--- config.mk ---
export PLATFORM = sky130hd
export DESIGN_NAME = instTrace
export DESIGN_NICKNAME = d
export VERILOG_FILES = /design/src/hdl/mipsPkg.sv /design/src/hdl/retireCapture.sv /design/src/hdl/instDecode.sv /design/src/hdl/traceStats.sv /design/src/hdl/instTrace.sv
export VERILOG_INCLUDE_DIRS = /design/src /design/src/hdl
export SDC_FILE = /design/constraint.sdc
export NUM_CORES = 1
export LEC_CHECK = 0
export BUFFER_PORTS_ARGS = -buffer_cell sky130_fd_sc_hd__buf_2
export CORE_MARGIN = 8
export CORE_UTILIZATION = 52
export CTS_CLUSTER_DIAMETER = 120
export CTS_CLUSTER_SIZE = 20
export DETAILED_ROUTE_END_ITERATION = 16
export PLACE_DENSITY_LB_ADDON = 0.12
export REMOVE_ABC_BUFFERS = 1
export SETUP_SLACK_MARGIN = 0.2
export SLEW_MARGIN = 15
export SYNTH_ARGS = -nofsm -noshare
export SYNTH_HDL_FRONTEND = slang
export SYNTH_HIERARCHICAL = 1
export SYNTH_SLANG_ARGS = --single-unit
--- constraint.sdc ---
create_clock -name clk -period 4.7 [get_ports clk]
set_input_delay 0.94 -clock clk [delete_from_list [all_inputs] [get_ports clk]]
set_output_delay 0.94 -clock clk [all_outputs]
set_load 0.01 [all_outputs]
--- src/hdl/mips_macros.svh ---
`ifndef MIPS_MACROS_SVH
`define MIPS_MACROS_SVH

`define SEQ_WIDTH 16
`define CNT_WIDTH 16

`define ERET_WORD 32'h4200_0018

`define OP_SPECIAL  6'b000000
`define OP_REGIMM   6'b000001
`define OP_J        6'b000010
`define OP_JAL      6'b000011
`define OP_BEQ      6'b000100
`define OP_BNE      6'b000101
`define OP_BLEZ     6'b000110
`define OP_BGTZ     6'b000111
`define OP_ADDI     6'b001000
`define OP_ADDIU    6'b001001
`define OP_SLTI     6'b001010
`define OP_SLTIU    6'b001011
`define OP_ANDI     6'b001100
`define OP_ORI      6'b001101
`define OP_XORI     6'b001110
`define OP_LUI      6'b001111
`define OP_COP0     6'b010000
`define OP_SPECIAL2 6'b011100
`define OP_SPECIAL3 6'b011111
`define OP_LB       6'b100000
`define OP_LH       6'b100001
`define OP_LWL      6'b100010
`define OP_LW       6'b100011
`define OP_LBU      6'b100100
`define OP_LHU      6'b100101
`define OP_LWR      6'b100110
`define OP_SB       6'b101000
`define OP_SH       6'b101001
`define OP_SWL      6'b101010
`define OP_SW       6'b101011
`define OP_SWR      6'b101110
`define OP_LL       6'b110000

`define FN_SLL     6'b000000
`define FN_SRL     6'b000010
`define FN_SRA     6'b000011
`define FN_SLLV    6'b000100
`define FN_SRLV    6'b000110
`define FN_SRAV    6'b000111
`define FN_JR      6'b001000
`define FN_JALR    6'b001001
`define FN_MOVZ    6'b001010
`define FN_MOVN    6'b001011
`define FN_SYSCALL 6'b001100
`define FN_BREAK   6'b001101
`define FN_MFHI    6'b010000
`define FN_MTHI    6'b010001
`define FN_MFLO    6'b010010
`define FN_MTLO    6'b010011
`define FN_MULT    6'b011000
`define FN_MULTU   6'b011001
`define FN_DIV     6'b011010
`define FN_DIVU    6'b011011
`define FN_ADD     6'b100000
`define FN_ADDU    6'b100001
`define FN_SUB     6'b100010
`define FN_SUBU    6'b100011
`define FN_AND     6'b100100
`define FN_OR      6'b100101
`define FN_XOR     6'b100110
`define FN_NOR     6'b100111
`define FN_SLT     6'b101010
`define FN_SLTU    6'b101011

`define RT_BLTZ   5'b00000
`define RT_BGEZ   5'b00001
`define RT_BLTZAL 5'b10000
`define RT_BGEZAL 5'b10001

`define RS_MFC0 5'b00000
`define RS_MTC0 5'b00100

`define F2_MADD  6'b000000
`define F2_MADDU 6'b000001
`define F2_MUL   6'b000010
`define F2_MSUB  6'b000100
`define F2_MSUBU 6'b000101
`define F2_CLZ   6'b100000
`define F2_CLO   6'b100001

`define F3_EXT   6'b000000
`define F3_INS   6'b000100
`define F3_BSHFL 6'b100000

`define SH_WSBH 5'b00010
`define SH_SEB  5'b10000
`define SH_SEH  5'b11000

`endif

--- src/hdl/mipsPkg.sv ---
package mipsPkg;

	typedef struct packed {
		logic [5:0] op;
		logic [4:0] rs;
		logic [4:0] rt;
		logic [4:0] rd;
		logic [4:0] shamt;
		logic [5:0] funct;
	} rFields;

	typedef struct packed {
		logic [5:0]  op;
		logic [4:0]  rs;
		logic [4:0]  rt;
		logic [15:0] imm;
	} iFields;

	typedef struct packed {
		logic [5:0]  op;
		logic [25:0] target;
	} jFields;

	// one retired word seen through each of the three MIPS formats.
	typedef union packed {
		rFields r;
		iFields i;
		jFields j;
	} instrWord;

endpackage

--- src/hdl/retireCapture.sv ---
`timescale 1ns/1ps
`include "mips_macros.svh"

module retireCapture (
	input  logic                  clk,
	input  logic                  reset,
	input  logic                  retireValid,
	input  logic [31:0]           retirePc,
	input  logic [31:0]           retireInstr,
	output logic                  capValid,
	output logic [31:0]           capPc,
	output mipsPkg::instrWord     capInstr,
	output logic [`SEQ_WIDTH-1:0] capSeq
);

	logic [`SEQ_WIDTH-1:0] seqCnt; // number handed to the next retirement.

	always_ff @(posedge clk) begin
		if (reset) begin
			capValid <= 1'b0;
			seqCnt   <= '0;
		end else begin
			capValid <= retireValid;
			if (retireValid) begin
				seqCnt <= seqCnt + 1'b1; // wraps at the counter width.
			end
		end
	end

	always_ff @(posedge clk) begin
		if (retireValid) begin
			capPc    <= retirePc;
			capInstr <= retireInstr;
			capSeq   <= seqCnt;
		end
	end

	pcAligned: assert property (
		@(posedge clk) disable iff (reset)
		retireValid |-> (retirePc[1:0] == 2'b00)
	);

endmodule

--- src/hdl/instDecode.sv ---
`timescale 1ns/1ps
`include "mips_macros.svh"

module instDecode (
	input  logic                  clk,
	input  logic                  reset,
	input  logic                  capValid,
	input  logic [31:0]           capPc,
	input  mipsPkg::instrWord     capInstr,
	input  logic [`SEQ_WIDTH-1:0] capSeq,
	output logic                  decValid,
	output logic [31:0]           decPc,
	output logic [31:0]           decInstr,
	output logic [`SEQ_WIDTH-1:0] decSeq,
	output logic [47:0]           decAscii,
	output logic                  decUnknown
);

	logic [47:0] ascii;
	logic        unknown;

	always_comb begin
		ascii = "N-R";
		case (capInstr.r.op)
			`OP_SPECIAL: begin
				case (capInstr.r.funct)
					`FN_SLL:     ascii = "SLL";
					`FN_SRL:     ascii = "SRL";
					`FN_SRA:     ascii = "SRA";
					`FN_SLLV:    ascii = "SLLV";
					`FN_SRLV:    ascii = "SRLV";
					`FN_SRAV:    ascii = "SRAV";
					`FN_JR:      ascii = "JR";
					`FN_JALR:    ascii = "JALR";
					`FN_MOVZ:    ascii = "MOVZ";
					`FN_MOVN:    ascii = "MOVN";
					`FN_SYSCALL: ascii = "SYSC";
					`FN_BREAK:   ascii = "BREAK";
					`FN_MFHI:    ascii = "MFHI";
					`FN_MTHI:    ascii = "MTHI";
					`FN_MFLO:    ascii = "MFLO";
					`FN_MTLO:    ascii = "MTLO";
					`FN_MULT:    ascii = "MULT";
					`FN_MULTU:   ascii = "MULTU";
					`FN_DIV:     ascii = "DIV";
					`FN_DIVU:    ascii = "DIVU";
					`FN_ADD:     ascii = "ADD";
					`FN_ADDU:    ascii = "ADDU";
					`FN_SUB:     ascii = "SUB";
					`FN_SUBU:    ascii = "SUBU";
					`FN_AND:     ascii = "AND";
					`FN_OR:      ascii = "OR";
					`FN_XOR:     ascii = "XOR";
					`FN_NOR:     ascii = "NOR";
					`FN_SLT:     ascii = "SLT";
					`FN_SLTU:    ascii = "SLTU";
					default:     ascii = "N-R";
				endcase
			end
			`OP_REGIMM: begin
				case (capInstr.i.rt) // branch kind lives in the rt slot.
					`RT_BLTZ:   ascii = "BLTZ";
					`RT_BGEZ:   ascii = "BGEZ";
					`RT_BLTZAL: ascii = "BLTZAL";
					`RT_BGEZAL: ascii = "BGEZAL";
					default:    ascii = "N-R";
				endcase
			end
			`OP_J:     ascii = "J";
			`OP_JAL:   ascii = "JAL";
			`OP_BEQ:   ascii = "BEQ";
			`OP_BNE:   ascii = "BNE";
			`OP_BLEZ:  ascii = "BLEZ";
			`OP_BGTZ:  ascii = "BGTZ";
			`OP_ADDI:  ascii = "ADDI";
			`OP_ADDIU: ascii = "ADDIU";
			`OP_SLTI:  ascii = "SLTI";
			`OP_SLTIU: ascii = "SLTIU";
			`OP_ANDI:  ascii = "ANDI";
			`OP_ORI:   ascii = "ORI";
			`OP_XORI:  ascii = "XORI";
			`OP_LUI:   ascii = "LUI";
			`OP_COP0: begin
				case (capInstr.r.rs)
					`RS_MFC0: ascii = "MFC0";
					`RS_MTC0: ascii = "MTC0";
					default:  ascii = "N-R"; // ERET is caught as a whole word below.
				endcase
			end
			`OP_SPECIAL2: begin
				case (capInstr.r.funct)
					`F2_MADD:  ascii = "MADD";
					`F2_MADDU: ascii = "MADDU";
					`F2_MUL:   ascii = "MUL";
					`F2_MSUB:  ascii = "MSUB";
					`F2_MSUBU: ascii = "MSUBU";
					`F2_CLZ:   ascii = "CLZ";
					`F2_CLO:   ascii = "CLO";
					default:   ascii = "N-R";
				endcase
			end
			`OP_SPECIAL3: begin
				case (capInstr.r.funct)
					`F3_EXT: ascii = "EXT";
					`F3_INS: ascii = "INS";
					`F3_BSHFL: begin
						case (capInstr.r.shamt) // BSHFL picks its operation by shamt.
							`SH_WSBH: ascii = "WSBH";
							`SH_SEB:  ascii = "SEB";
							`SH_SEH:  ascii = "SEH";
							default:  ascii = "N-R";
						endcase
					end
					default: ascii = "N-R";
				endcase
			end
			`OP_LB:  ascii = "LB";
			`OP_LH:  ascii = "LH";
			`OP_LWL: ascii = "LWL";
			`OP_LW:  ascii = "LW";
			`OP_LBU: ascii = "LBU";
			`OP_LHU: ascii = "LHU";
			`OP_LWR: ascii = "LWR";
			`OP_SB:  ascii = "SB";
			`OP_SH:  ascii = "SH";
			`OP_SWL: ascii = "SWL";
			`OP_SW:  ascii = "SW";
			`OP_SWR: ascii = "SWR";
			`OP_LL:  ascii = "LL";
			default: ascii = "N-R";
		endcase
		if (capInstr == `ERET_WORD) begin
			ascii = "ERET";
		end
		if (capInstr == 32'd0) begin
			ascii = "NOP"; // the zero word would otherwise read as SLL.
		end
	end

	assign unknown = (ascii == "N-R");

	always_ff @(posedge clk) begin
		if (reset) begin
			decValid   <= 1'b0;
			decUnknown <= 1'b0;
		end else begin
			decValid   <= capValid;
			decUnknown <= capValid && unknown; // low on idle cycles.
		end
	end

	always_ff @(posedge clk) begin
		if (capValid) begin
			decPc    <= capPc;
			decInstr <= capInstr;
			decSeq   <= capSeq;
			decAscii <= ascii;
		end
	end

	asciiPresent: assert property (
		@(posedge clk) disable iff (reset)
		decValid |-> (decAscii != 48'd0)
	);

endmodule

--- src/hdl/traceStats.sv ---
`timescale 1ns/1ps
`include "mips_macros.svh"

module traceStats (
	input  logic                  clk,
	input  logic                  reset,
	input  logic                  decValid,
	input  logic [31:0]           decPc,
	input  logic [31:0]           decInstr,
	input  logic [`SEQ_WIDTH-1:0] decSeq,
	input  logic [47:0]           decAscii,
	input  logic                  decUnknown,
	output logic                  traceValid,
	output logic [31:0]           tracePc,
	output logic [31:0]           traceInstr,
	output logic [47:0]           traceAscii,
	output logic [`SEQ_WIDTH-1:0] traceSeq,
	output logic                  traceUnknown,
	output logic [`CNT_WIDTH-1:0] unknownCount
);

	always_ff @(posedge clk) begin
		if (reset) begin
			traceValid   <= 1'b0;
			traceUnknown <= 1'b0;
			unknownCount <= '0;
		end else begin
			traceValid   <= decValid;
			traceUnknown <= decUnknown;
			if (decValid && decUnknown && (unknownCount != '1)) begin
				unknownCount <= unknownCount + 1'b1; // holds once it hits the top.
			end
		end
	end

	always_ff @(posedge clk) begin
		if (decValid) begin
			tracePc    <= decPc;
			traceInstr <= decInstr;
			traceAscii <= decAscii;
			traceSeq   <= decSeq;
		end
	end

	unknownOnlyWithRecord: assert property (
		@(posedge clk) disable iff (reset)
		traceUnknown |-> traceValid
	);

endmodule

--- src/hdl/instTrace.sv ---
`timescale 1ns/1ps
`include "mips_macros.svh"

module instTrace (
	input  logic                  clk,
	input  logic                  reset,
	input  logic                  retireValid,
	input  logic [31:0]           retirePc,
	input  logic [31:0]           retireInstr,
	output logic                  traceValid,
	output logic [31:0]           tracePc,
	output logic [31:0]           traceInstr,
	output logic [47:0]           traceAscii,
	output logic [`SEQ_WIDTH-1:0] traceSeq,
	output logic                  traceUnknown,
	output logic [`CNT_WIDTH-1:0] unknownCount
);

	logic                  capValid;
	logic [31:0]           capPc;
	mipsPkg::instrWord     capInstr;
	logic [`SEQ_WIDTH-1:0] capSeq;

	logic                  decValid;
	logic [31:0]           decPc;
	logic [31:0]           decInstr;
	logic [`SEQ_WIDTH-1:0] decSeq;
	logic [47:0]           decAscii;
	logic                  decUnknown;

	retireCapture capture (
		.clk         (clk),
		.reset       (reset),
		.retireValid (retireValid),
		.retirePc    (retirePc),
		.retireInstr (retireInstr),
		.capValid    (capValid),
		.capPc       (capPc),
		.capInstr    (capInstr),
		.capSeq      (capSeq)
	);

	instDecode decode (
		.clk        (clk),
		.reset      (reset),
		.capValid   (capValid),
		.capPc      (capPc),
		.capInstr   (capInstr),
		.capSeq     (capSeq),
		.decValid   (decValid),
		.decPc      (decPc),
		.decInstr   (decInstr),
		.decSeq     (decSeq),
		.decAscii   (decAscii),
		.decUnknown (decUnknown)
	);

	traceStats stats (
		.clk          (clk),
		.reset        (reset),
		.decValid     (decValid),
		.decPc        (decPc),
		.decInstr     (decInstr),
		.decSeq       (decSeq),
		.decAscii     (decAscii),
		.decUnknown   (decUnknown),
		.traceValid   (traceValid),
		.tracePc      (tracePc),
		.traceInstr   (traceInstr),
		.traceAscii   (traceAscii),
		.traceSeq     (traceSeq),
		.traceUnknown (traceUnknown),
		.unknownCount (unknownCount)
	);

endmodule

* After elaboration in Yosys (flattened, before gate mapping)
Memories as Yosys holds them, arrays and structs flattened. A register that Yosys moved wholly into a read port is not among the register bits. Index checks and enable logic that the tools add are counted.
Storage, ports and cells: word-level logic and storage cells 85, ROM bits 1856, memories 1, register bits 373, bits of input ports 67
Operators by class: reductions and logical operators 8, eq/ne operators 47, add/sub/neg operators 2, muxes and demuxes 9
Memories:
- (no name shown) | depth 64, bits a word 29, read ports 1, clocked after Yosys merged registers in 1, write ports 0, RTL line instDecode.sv:26 | case (capInstr.r.funct)
Operators by type and width (count):
- 48-bit one-hot mux with 32 select lines | 1
- 39-bit one-hot mux with 7 select lines | 1
- 47-bit one-hot mux with 4 select lines | 1
- 48-bit one-hot mux with 3 select lines | 1
- 48-bit 2-to-1 mux | 2
- 31-bit one-hot mux with 3 select lines | 1
- 6-bit equality test (second input constant) | 15
- 31-bit one-hot mux with 2 select lines | 1
- 48-bit by 23-bit equality test with 1-bit output (second input constant) | 1
- 6-bit by 4-bit equality test with 1-bit output (second input constant) | 8
- 6-bit by 3-bit equality test with 1-bit output (second input constant) | 6
- 16-bit by 1-bit adder with 16-bit output (second input constant) | 2
- 32-bit by 31-bit equality test with 1-bit output (second input constant) | 1
- 32-bit logical NOT | 1
- 5-bit equality test (second input constant) | 4
- 6-bit by 2-bit equality test with 1-bit output (second input constant) | 3
- 6-bit by 5-bit equality test with 1-bit output (second input constant) | 3
- 16-bit != test (second input constant) | 1
- 6-bit by 1-bit equality test with 1-bit output (second input constant) | 2
- 6-bit logical NOT | 2
- 5-bit logical NOT | 2
- 6-bit 2-to-1 mux | 1
- 5-bit by 1-bit equality test with 1-bit output (second input constant) | 1
- 5-bit by 2-bit equality test with 1-bit output (second input constant) | 1
- 2 further kinds | 4

* Depth between registers and ports, before layout
depth after elaboration 8, mapped depth 13, depth with buffers taken out 10

* Modules after synthesis
Netlist, hierarchy kept.
Modules (own cells, without submodules):
- instDecode | cells each 714, area each 6945.4 um^2, times used 1
- traceStats | cells each 228, area each 4707.0 um^2, times used 1
- retireCapture | cells each 166, area each 3204.3 um^2, times used 1

* Worst setup path after synthesis
No wires, ideal clock.
kind register -> register, start point register decode.decValid, end point register stats.unknownCount[14], stages on the path, launching flop included 5, slack -76 ps, path buffers 0, library setup time 71 ps, arrival time 4705 ps, clock period less this slack 4776 ps, cells stage by stage dfxtp_1 nand2_1 or4_4 or4_1 a21oi_1
Between the ends: cells in the longest elaborated chain, start to end 2
Ends and longest elaborated chain:
- start, declared | RTL line instDecode.sv:11 | output logic decValid,
- start signal, assigned | RTL line instDecode.sv:147 | decValid <= capValid;
- 1-bit logical AND (2 in a row) | RTL line traceStats.sv:30 | if (decValid && decUnknown && (unknownCount != '1)) begin
- end signal, assigned | RTL line traceStats.sv:31 | unknownCount <= unknownCount + 1'b1;
- end, declared | RTL line traceStats.sv:19 | output logic [`CNT_WIDTH-1:0] unknownCount
No other way between the ends. A chain may end at the register's enable or synchronous reset.

* Final worst setup path
start point register capture/capInstr[4] (netlist bit), end point register decode.decUnknown
Between the ends: cells in the longest elaborated chain, start to end 7
Ends and longest elaborated chain:
- start, declared | RTL line retireCapture.sv:12 | output mipsPkg::instrWord capInstr,
- start signal, assigned | RTL line retireCapture.sv:33 | capInstr <= retireInstr;
- 6-bit equality test (tied with other cells) | RTL line instDecode.sv:103 | case (capInstr.r.funct)
- 48-bit one-hot mux with 3 select lines | RTL line instDecode.sv:103
- 48-bit one-hot mux with 32 select lines | RTL line instDecode.sv:24 | case (capInstr.r.op)
- 48-bit 2-to-1 mux | RTL line instDecode.sv:132 | if (capInstr == `ERET_WORD) begin
- 48-bit 2-to-1 mux * | RTL line instDecode.sv:135 | if (capInstr == 32'd0) begin
- named net decode.ascii[22] | RTL line instDecode.sv:19 | logic [47:0] ascii;
- 48-bit by 23-bit equality test with 1-bit output * | RTL line instDecode.sv:140 | assign unknown = (ascii == "N-R");
- 1-bit logical AND * | RTL line instDecode.sv:148 | decUnknown <= capValid && unknown;
- end signal, assigned | RTL line instDecode.sv:148
- end, declared | RTL line instDecode.sv:16 | output logic decUnknown
The timed path passes the listed nets; every way through them passes the cells marked *.

==> metrics.csv <==
metric;value;unit
outcome;complete, no violations;
globalRouteOverflowTotal;0;
muxShareOfSynthArea;0.556;%
relSlewSlack;21.1;%
rsz0062_at_grt;no;
port_buffers;212;
r2r_start;capture/capInstr[4];
root_buffer;clkbuf_16;
nets;1387;
wl;38800;um
drt_iter0_markers;884;
synth_edf_count;321;
dr.pass1.iters;6;
antenna_left;0;
synth_top_area_share;64.9;%
synth_fa_ha_area_share;1.26;%
antenna_cells;0;
fin_setup_tns;0;ns
antenna_found_initial;0;
cts_buffers;22;
path_class;reg -> reg;
ys_top_cells_by_area;edfxtp_1 (65%), dfxtp_1 (5.0%), a21oi_1 (2.1%);
combPwrFrac;8.8;%
ys_seq_elements;358;
clk_pin_slew_worst_paths;0.09;ns
yosys.area.top_type;edfxtp_1;
syn_avg_cell_area;13.4;um2
synth_top_family_by_area;simple AND/OR/NAND/NOR gates;
fin_cells;1705;
cp-end-kind;flip-flop;
clk_path_buf_depth;3;
arrival;4.29;ns
cts_max_level;1;
synth_xor_xnor_area_share;0.825;%
worst-path-max-fanout;15;
core-area;28400;um2
clock_sinks;358;
min_from;decode/decInstr[5];
ctsResizeCount;0;
grt_max_degree;78;
power.net_switching;1.43;mW
clock_latency;0.55;ns
max-cap-violations;0;
drive_gt1_share;22.7;%
setup_ws;0.872;ns
tightest_slew;1.17;ns
die_h;185;um
grt.total_usage;22.2;%
register_area;10400;um2
power_frac_seq;60.5;%
netlist_area;14900;um2
fin_area;17000;um2
setup_viol;0;
ys.flop_type;edfxtp_1;
cts_setup_buffers;0;
yosysWarnings;6;
die_w;185;um
cp.required;5.16;ns
grt_pass1_vias;9311;
min_path_type;reg -> reg;
start_util;52.3;%
vdd_drop_max;0.302;mV
dpl_worst_slack;0.919;ns
seq_area_frac_synth;69.9;%
syn_to_final_growth;14.1;%
dpl.cell_count;1665;
leakagePower;5.97;nW
startpoint;capture/capInstr[4];
ios;213;
slew_violations;0;
fin_skew;0.0213;ns
vias_per_cell;5.83;
critPathLaunchType;flip-flop;
ys_types;82;
dpl_cell_area;16300;um2
synthCells;1108;
drc;0;
synth_compound_area_share;9.90;%
power_density;362;nW/um2
grt_pass1_wl;58000;um
r2r_slack;0.87;ns
hold_buffers;0;
hpwl;28300;um
rows;62;
fin_crit_sh;81.4;%
cts_tree;yes;
p_clk_share;30.7;%
multi_input_area;4110;um2
die_area;34200;um2
fmax;261;MHz
vias;9932;
p_sw_share;23.3;%
fin_crit;3.83;ns
n_fill_cell;2311;
p_int;4.71;mW
finalHoldViolCount;0;
finish.utilization;59.7;%
wl_per_cell;22.8;um
place.gp.congestion;1.03;
synthArstFlopShare;0;%
synth-simple-area-share;14.7;%
==> flip-flops by register name, summed over array words and instances, names as in the netlist <==
name,cells
stats/traceSeq,16
stats/traceValid,1
stats/traceUnknown,1
stats/tracePc,32
decode/decAscii,33
decode/decPc,32
decode/decSeq,16
decode/decInstr,32
capture/capValid,1
stats/traceInstr,32
stats/traceAscii,48
decode/decUnknown,1
capture/capPc,32
capture/capSeq,16
decode/decValid,1
capture/seqCnt,16
capture/capInstr,32
stats/unknownCount,16
==> final cells by class <==
cell class / count / area share, %
Sequential cell: 358 / 61.3
Multi-Input combinational cell: 668 / 24.2
Timing Repair Buffer: 239 / 7.47
Clock buffer: 37 / 3.58
Tap cell: 384 / 2.83
Inverter: 16 / 0.354
Clock inverter: 3 / 0.258
==> cells in the final DEF, fill, tap and decap left out, types with 8 or more instances in the layout <==
master / synthesis / final
a211oi_1: 10 / 10
a21oi_1: 63 / 63
a31oi_1: 16 / 16
and3_1: 12 / 12
buf_2: 2 / 211
buf_4: 17 / 28
clkbuf_1: 56 / 15
clkbuf_16: 0 / 22
conb_1: 1 / 14
dfxtp_1: 37 / 35
edfxtp_1: 321 / 321
ha_1: 15 / 15
inv_1: 15 / 15
nand2_1: 77 / 77
nand2b_1: 23 / 23
nand3_1: 37 / 37
nand4_1: 16 / 16
nor2_1: 67 / 67
nor2b_1: 35 / 35
nor3_1: 25 / 25
nor4_1: 14 / 14
o21ai_0: 54 / 54
o31ai_1: 9 / 9
or2_2: 8 / 8
or3_1: 8 / 8
or4_1: 8 / 8
xor2_1: 8 / 8
==> synth_stat cells (all sizes together) (18+ instances only) <==
library cell,number
nor3,25
nand3,38
nand4,18
edfxtp,321
clkbuf,56
buf,23
dfxtp,37
nor2,67
nand2b,23
a21oi,63
o21ai,54
nor2b,35
nand2,77
==> worst max-delay path, cell delays in order (launching register included) <==
cell and delay, ns:
edfxtp_1 0.61, nor4_1 0.95, nand4_1 0.27, a211oi_2 0.29, or2_1 0.17, or3_2 0.15
or4b_1 0.44, or4_1 0.57, nor4_2 0.29
==> per-layer routing <==
metal / share of wire, % / track usage (%)
met4: 3.6 / 8.35
met2: 45 / 34.3
met1: 43 / 31.0
met5: 0 / 0
met3: 9.0 / 4.12
==> worst paths after layout <==
| check | end | cells after the start |
|---|---|---|
| worst max-delay path | decode/decUnknown | 8 |
| worst min-delay path | stats/traceInstr[5] | 0 |
| worst max register to register | decode/decUnknown | 8 |
| worst min register to register | stats/traceInstr[5] | 0 |
==> cell families (layout without fill, tap and decap cells) <==
| group | Yosys count | count (layout) |
|---|---|---|
| flops | 358 | 358 |
| buf+inv | 95 | 295 |
| mux | 8 | 8 |
| simple gates | 389 | 389 |
| other cells | 1 | 14 |
| compound gates | 228 | 228 |
| xor+xnor | 14 | 14 |
| fa+ha+maj | 15 | 15 |
==> power by group through the flow <==
stage	Combinational [mW]	Clock [mW]	Sequential, mW
floorplan	0.237	0	3.83
global placement	0.538	0	3.78
detailed placement	0.529	0	3.79
CTS	0.532	1.96	3.72
global route	0.581	2.05	3.73
finish	0.542	1.89	3.71
==> per-stage QoR <==
stage	total power [mW]	hold WS (ns)
5_1_grt	6.37	0.414
4_1_cts	6.21	0.412
2_1_floorplan	4.06	0.400
3_3_place_gp	4.32	0.400
6_report	6.14	0.407
3_5_place_dp	4.32	0.405
Power figures use the tool's default switching activity.
